[src/ks10Pkg.sv]
// Types shared by the instruction front end and its testbench
// Bit 0 is the most significant bit of every word and half word
// Field layouts follow the KS10 instruction format

package ks10Pkg;

   ////////////////////
   // Machine words
   ////////////////////

   // Full 36-bit word, bit 0 is the MSB
   typedef logic [0:35] word_t;

   // Address or half word
   typedef logic [0:17] addr_t;

   // JRST opcode
   localparam logic [0:8] OP_JRST = 9'o254;

   ////////////////////
   // Control word
   ////////////////////

   // IR load select
   typedef enum logic [1:0]
   {
      SPEC_NOP,
      SPEC_LOADIR,
      SPEC_LOADXR,
      SPEC_LOADBOTH
   } specSel_t;

   // Registered control word from the sequencer
   typedef struct packed
   {
      specSel_t specSel;
      logic     eaLoad;
   } crom_t;

   // Sequencer states
   typedef enum logic [2:0]
   {
      S_IDLE,
      S_FETCH,
      S_FETCH_REL,
      S_EA,
      S_IND,
      S_IND_REL,
      S_DISP,
      S_DISP_REL
   } seqState_t;

   ////////////////////
   // Datapath records
   ////////////////////

   // Accumulator write port
   typedef struct packed
   {
      logic       en;
      logic [3:0] addr;
      word_t      data;
   } acWr_t;

   // Record handed to the execution unit
   typedef struct packed
   {
      logic [0:8] opcode;
      logic [0:3] ac;
      addr_t      ea;
      logic       jrst0;
      logic       xrPrev;
   } dispatch_t;

endpackage

[src/regIR.sv]
// Holds the left half of the current instruction word
// Opcode/AC and I/X halves load independently, both may load together

`timescale 1ns/100ps

module regIR import ks10Pkg::*;
(
   input  logic  clk,
   input  logic  rst,
   input  crom_t crom,
   input  word_t dbus,
   input  logic  pcPrev,
   output addr_t ir,
   output logic  xrPrev,
   output logic  opJrst0
);

   // Load strobes decoded from the control word
   logic       loadIr;
   logic       loadXr;

   // Held opcode and AC fields
   logic [0:8] irOpcode;
   logic [0:3] irAc;

   assign loadIr = (crom.specSel == SPEC_LOADIR) || (crom.specSel == SPEC_LOADBOTH);
   assign loadXr = (crom.specSel == SPEC_LOADXR) || (crom.specSel == SPEC_LOADBOTH);

   ////////////////////
   // IR halves
   ////////////////////

   always_ff @(posedge clk or posedge rst)
   begin
      if (rst)
      begin
         ir     <= '0;
         xrPrev <= 1'b0;
      end
      else
      begin
         // Opcode and AC
         if (loadIr)
         begin
            ir[0:12] <= dbus[0:12];
         end
         // Indirect bit and index, with previous context
         if (loadXr)
         begin
            ir[13:17] <= dbus[13:17];
            xrPrev    <= pcPrev;
         end
      end
   end

   // JRST with AC zero
   assign irOpcode = ir[0:8];
   assign irAc     = ir[9:12];
   assign opJrst0  = (irOpcode == OP_JRST) && (irAc == 4'd0);

endmodule

[src/acFile.sv]
// Sixteen accumulators, one synchronous write port, one async read port
// AC0 is stored normally, the EA unit ignores it as an index

`timescale 1ns/100ps

module acFile import ks10Pkg::*;
(
   input  logic       clk,
   input  logic       rst,
   input  acWr_t      acWr,
   input  logic [3:0] xSel,
   output word_t      xData
);

   localparam int NUM_AC = 16;

   // Accumulator storage
   word_t acs [0:NUM_AC-1];

   ////////////////////
   // Write port
   ////////////////////

   always_ff @(posedge clk or posedge rst)
   begin
      if (rst)
      begin
         // All ACs come up zero
         for (int i = 0; i < NUM_AC; i++)
         begin
            acs[i] <= '0;
         end
      end
      else if (acWr.en)
      begin
         // Write from execution side, no handshake
         acs[acWr.addr] <= acWr.data;
      end
   end

   ////////////////////
   // Index read port
   ////////////////////

   // Combinational read, follows xSel directly
   assign xData = acs[xSel];

endmodule

[src/eaCalc.sv]
// Effective address unit, Y plus right half of AC[X]
// X of zero means no indexing, the sum wraps modulo 2^18
// Result registers only when the control word asks for it

`timescale 1ns/100ps

module eaCalc import ks10Pkg::*;
(
   input  logic       clk,
   input  logic       rst,
   input  crom_t      crom,
   input  addr_t      ir,
   input  addr_t      y,
   input  word_t      xData,
   output logic [3:0] xSel,
   output addr_t      ea
);

   // Index field of the IR
   logic [3:0] xField;

   // Right half of the index register
   addr_t      xLow;

   // Indexed sum and selected result
   addr_t      sum;
   addr_t      eaNext;

   ////////////////////
   // Index select
   ////////////////////

   // X sits in IR bits 14 to 17
   assign xField = ir[14:17];
   assign xSel   = xField;
   assign xLow   = xData[18:35];

   ////////////////////
   // Adder
   ////////////////////

   // 18-bit add, carry out dropped
   assign sum    = y + xLow;

   // No index when X is zero
   assign eaNext = (xField == 4'd0) ? y : sum;

   // EA register
   always_ff @(posedge clk or posedge rst)
   begin
      if (rst)
      begin
         ea <= '0;
      end
      else if (crom.eaLoad)
      begin
         ea <= eaNext;
      end
   end

endmodule

[src/fetchSeq.sv]
// Fetch sequencer with four-phase memory and dispatch masters
// One instruction in flight, indirect chains have no depth limit
// Control word is registered, derived from the next state

`timescale 1ns/100ps

module fetchSeq import ks10Pkg::*;
#(
   parameter addr_t RESET_VEC = 18'o001000
)
(
   input  logic      clk,
   input  logic      rst,
   output logic      memReq,
   output addr_t     memAddr,
   input  logic      memAck,
   input  word_t     memData,
   input  addr_t     ir,
   input  logic      opJrst0,
   input  logic      xrPrev,
   input  addr_t     ea,
   output crom_t     crom,
   output addr_t     y,
   output logic      dispReq,
   output dispatch_t disp,
   input  logic      dispAck
);

   seqState_t state;
   seqState_t stateNext;
   crom_t     cromNext;

   // Program counter
   addr_t     pc;

   // Indirect bit of the latest word
   logic      indBit;

   // Read cycle of either kind sees its ack
   logic      memDone;

   assign indBit  = ir[13];
   assign memDone = ((state == S_FETCH) || (state == S_IND)) && memAck;

   ////////////////////
   // Next state
   ////////////////////

   always_comb
   begin
      stateNext = state;
      case (state)
         S_IDLE:
            stateNext = S_FETCH;
         S_FETCH:
            if (memAck)
            begin
               stateNext = S_FETCH_REL;
            end
         S_FETCH_REL:
            // Slave must drop ack first
            if (!memAck)
            begin
               stateNext = S_EA;
            end
         S_EA:
            if (indBit)
            begin
               stateNext = S_IND;
            end
            else
            begin
               stateNext = S_DISP;
            end
         S_IND:
            if (memAck)
            begin
               stateNext = S_IND_REL;
            end
         S_IND_REL:
            if (!memAck)
            begin
               stateNext = S_EA;
            end
         S_DISP:
            if (dispAck)
            begin
               stateNext = S_DISP_REL;
            end
         S_DISP_REL:
            if (!dispAck)
            begin
               stateNext = S_FETCH;
            end
         default:
            stateNext = S_IDLE;
      endcase
   end

   // Control word for the coming state
   // IR follows the bus while a read waits, the ack edge leaves the word
   always_comb
   begin
      cromNext = '{specSel: SPEC_NOP, eaLoad: 1'b0};
      case (stateNext)
         S_FETCH: cromNext.specSel = SPEC_LOADBOTH;
         S_IND:   cromNext.specSel = SPEC_LOADXR;
         S_EA:    cromNext.eaLoad  = 1'b1;
         default: cromNext = '{specSel: SPEC_NOP, eaLoad: 1'b0};
      endcase
   end

   ////////////////////
   // State, control word, PC
   ////////////////////

   always_ff @(posedge clk or posedge rst)
   begin
      if (rst)
      begin
         state <= S_IDLE;
         crom  <= '{specSel: SPEC_NOP, eaLoad: 1'b0};
         pc    <= RESET_VEC;
      end
      else
      begin
         state <= stateNext;
         crom  <= cromNext;
         // Next PC once dispatch completes
         if ((state == S_DISP_REL) && !dispAck)
         begin
            pc <= disp.jrst0 ? ea : addr_t'(pc + 18'd1);
         end
      end
   end

   // Y half of each word read, first word or indirect
   always_ff @(posedge clk)
   begin
      if (memDone)
      begin
         y <= memData[18:35];
      end
   end

   ////////////////////
   // Handshake outputs
   ////////////////////

   assign memReq  = (state == S_FETCH) || (state == S_IND);
   // Indirect reads go to the current EA
   assign memAddr = ((state == S_IND) || (state == S_IND_REL)) ? ea : pc;
   assign dispReq = (state == S_DISP);

   // Fields hold steady through the whole dispatch exchange
   assign disp = '{opcode: ir[0:8],
                   ac:     ir[9:12],
                   ea:     ea,
                   jrst0:  opJrst0,
                   xrPrev: xrPrev};

endmodule

[src/ifetchTop.sv]
// Instruction front end top, wiring only
// Memory and dispatch are four-phase, AC writes have no handshake

`timescale 1ns/100ps

module ifetchTop import ks10Pkg::*;
#(
   parameter addr_t RESET_VEC = 18'o001000
)
(
   input  logic      clk,
   input  logic      rst,
   output logic      memReq,
   output addr_t     memAddr,
   input  logic      memAck,
   input  word_t     memData,
   input  logic      pcPrev,
   input  acWr_t     acWr,
   output logic      dispReq,
   output dispatch_t disp,
   input  logic      dispAck
);

   // Control word to the datapath
   crom_t      crom;

   // IR and its decodes
   addr_t      ir;
   logic       xrPrev;
   logic       opJrst0;

   // Index path
   logic [3:0] xSel;
   word_t      xData;

   // Address path
   addr_t      y;
   addr_t      ea;

   ////////////////////
   // Sequencer
   ////////////////////

   fetchSeq #(.RESET_VEC(RESET_VEC)) uFetchSeq
   (
      .clk     (clk),
      .rst     (rst),
      .memReq  (memReq),
      .memAddr (memAddr),
      .memAck  (memAck),
      .memData (memData),
      .ir      (ir),
      .opJrst0 (opJrst0),
      .xrPrev  (xrPrev),
      .ea      (ea),
      .crom    (crom),
      .y       (y),
      .dispReq (dispReq),
      .disp    (disp),
      .dispAck (dispAck)
   );

   ////////////////////
   // Datapath
   ////////////////////

   regIR uRegIR
   (
      .clk     (clk),
      .rst     (rst),
      .crom    (crom),
      .dbus    (memData),
      .pcPrev  (pcPrev),
      .ir      (ir),
      .xrPrev  (xrPrev),
      .opJrst0 (opJrst0)
   );

   acFile uAcFile
   (
      .clk   (clk),
      .rst   (rst),
      .acWr  (acWr),
      .xSel  (xSel),
      .xData (xData)
   );

   eaCalc uEaCalc
   (
      .clk   (clk),
      .rst   (rst),
      .crom  (crom),
      .ir    (ir),
      .y     (y),
      .xData (xData),
      .xSel  (xSel),
      .ea    (ea)
   );

endmodule

[config.mk]
export PLATFORM = sky130hd
export DESIGN_NAME = ifetchTop
export DESIGN_NICKNAME = d
export VERILOG_FILES = /design/src/ks10Pkg.sv /design/src/regIR.sv /design/src/acFile.sv /design/src/eaCalc.sv /design/src/fetchSeq.sv /design/src/ifetchTop.sv
export SDC_FILE = /design/constraint.sdc
export NUM_CORES = 1
export LEC_CHECK = 0
export BUFFER_PORTS_ARGS = -buffer_cell sky130_fd_sc_hd__buf_2
export CAP_MARGIN = 20
export CORE_AREA = 2 2 275 277
export DETAILED_ROUTE_END_ITERATION = 16
export DIE_AREA = 0 0 277 279
export GPL_TIMING_DRIVEN = 0
export MAX_ROUTING_LAYER = met4
export PLACE_DENSITY = 0.6
export SLEW_MARGIN = 20
export SYNTH_ARGS = -nofsm -noshare
export SYNTH_HDL_FRONTEND = slang
export SYNTH_HIERARCHICAL = 1
export SYNTH_SLANG_ARGS = --single-unit
export TNS_END_PERCENT = 30
[constraint.sdc]
create_clock -name clk -period 57.8 [get_ports clk]
set_input_delay 11.56 -clock clk [delete_from_list [all_inputs] [get_ports clk]]
set_output_delay 11.56 -clock clk [all_outputs]
set_load 0.05 [all_outputs]
==> metrics.txt <==
row count 100; Pins Over Slew Limit 0; Placed Area 20000 um2; crit path DAT 2.51 ns; final instance area 21300 um2; Syn Area/Cell 13.6 um2; hold path depth 1; WL met3 2310 um; CTS max path bufs 3; Post-Syn Nets 1440; post-route ant nets 0; Num CTS Buffers 39; CTS tree yes; first-pass GRT wire length 72700 um; Die W 277 um; crit path time final 14.07 ns; Initial DRT Pass Iterations 5; hold path start uAcFile/acs[330]; R2R depth 15; die height 279 um; Mapped Cells 1339; DRC Markers 0; HPWL Detailed 33300 um; Hold Path Sink uAcFile/acs[330]; top layer in use met4; met2 routed WL 23300 um; Reg-to-Reg Start uRegIR/ir[0]; Clock transition at path regs 0.06 ns; slew of the pin with the lowest slew margin 0.971 ns; Max Freq 71.1 MHz; initial antenna violation count 10; CP Max Fanout 3; CP Capture Type output pin; nets 1597; Max-Cap Viols 0; routed len/inst 18.6 um; clk root buf clkbuf_16; final WL 46600 um; Port Buffer Count 113; final period utilization 24.3%; Starting DRT DRC Count 689; final setup TNS 0 ns; hold_buf cts 0; kind of critical path flop to output pin; peak supply drop 0.0219 mV; Clock Sinks 367; WP data required 46.24 ns; postcts setup bufs 0; skew final 0.0198 ns; status completed; GP Congestion 0.869; flop-to-flop setup slack 53.02 ns; relative slew slack 34.7%; total gr overflow 0; worst r2r dst uEaCalc/ea[16]; total track usage 12.3%; vias per cell 4.66; layout cells sized above 1 46.2%; IO Count 135; final setup violation count 0; Resize count post-CTS 0; leakage power 9.00 nW; Yosys Warn Count 6; starting density of the core 24.6%; Area Overhead vs Synth 17.2%; vias in the first global route 12264; Min-Delay Path Class flop to flop; Final Hold Vio Count 0; Worst-Skew Late Latency 0.55 ns; H-Tree Level Count 2; largest net degree at the start of global routing 108; PD cells 52.1 nW/um2; Post-Route M1 WL 19700 um; vias 11653; synthesized area 18200 um2; core area 74100 um2; Total Die Area 77300 um2; CP Launch Type flop; unrepaired setup endpoints after global routing false
==> area by class of cell <==
cell class | instances | area [um2]
fill | 7526 | 52700
sequential | 367 | 9280
multi-input combinational | 805 | 8010
tap | 969 | 1210
clock buffer | 54 | 1090
buffer | 159 | 881
timing repair buffer | 116 | 648
clock inverter | 16 | 155
inverter | 8 | 37.5
antenna | 7 | 17.5
==> worst max path at each step <==
stage / startpoint / to / slack [ns] / depth (start not counted)
5_1_grt: uRegIR/ir[5] / disp[1] / 43.63 / 4
2_1_floorplan: rst / uAcFile/acs[0] / 38.29 / 1
6_report: uRegIR/ir[5] / disp[1] / 43.73 / 4
4_1_cts: uRegIR/ir[5] / disp[1] / 43.62 / 4
3_5_place_dp: uRegIR/ir[5] / disp[1] / 44.19 / 4
3_3_place_gp: rst / uAcFile/acs[159] / 35.54 / 2
==> where the power goes <==
part / internal [mW] / leakage [nW] / switching (mW) / total, mW
logic: 0.222 / 3.95 / 0.276 / 0.498
clock network: 0.142 / 0.607 / 0.103 / 0.245
registers: 0.326 / 4.44 / 0.0420 / 0.368
total: 0.690 / 9.00 / 0.421 / 1.11
==> cell usage in the layout, fill, tap and decap left out, types with 14 or more instances in the layout <==
cell / count
a21oi_1: 37
a22oi_1: 39
a31oi_1: 14
buf_2: 167
buf_4: 43
clkbuf_1: 63
clkbuf_16: 40
dfrtp_1: 348
edfxtp_1: 18
ha_1: 18
mux2_2: 306
mux2_4: 18
mux4_2: 72
nand2_1: 51
nand3_1: 16
nor2_1: 34
nor3_1: 15
o21ai_0: 31
==> stage by stage <==
step	std cells	total power, mW	setup slack, ns	util [%]	hold WS (ns)
after global routing	2500	1.18	43.63	28.8	0.510
after detailed placement	2423	0.871	44.19	27.1	0.487
after global placement	2421	0.858	35.54	27.0	0.482
after floorplan	1339	0.749	38.29	-	0.474
final	2501	1.11	43.73	28.8	0.498
after CTS	2493	1.12	43.62	28.7	0.501
==> registers in the layout, summed over array words and instances, names as in the netlist <==
name	cells
uEaCalc/ea	18
uRegIR/xrPrev	1
uAcFile/acs	288
uFetchSeq/crom	3
uRegIR/ir	18
uFetchSeq/pc	18
uFetchSeq/state	3
uFetchSeq/y	18
==> layer usage <==
layer,vias up,global-route usage [%]
li1,5238,-
met1,6047,14.8
met2,294,20.9
met3,74,2.21
met4,0,3.94
met5,-,-
==> worst max-delay path: stages (launching register included) <==
cell and delay [ns]:
dfrtp_1 0.41, or4_4 0.54, nor4_2 0.57, buf_4 0.21, buf_2 0.26
Note: power is estimated with default switching activity, not from simulation.
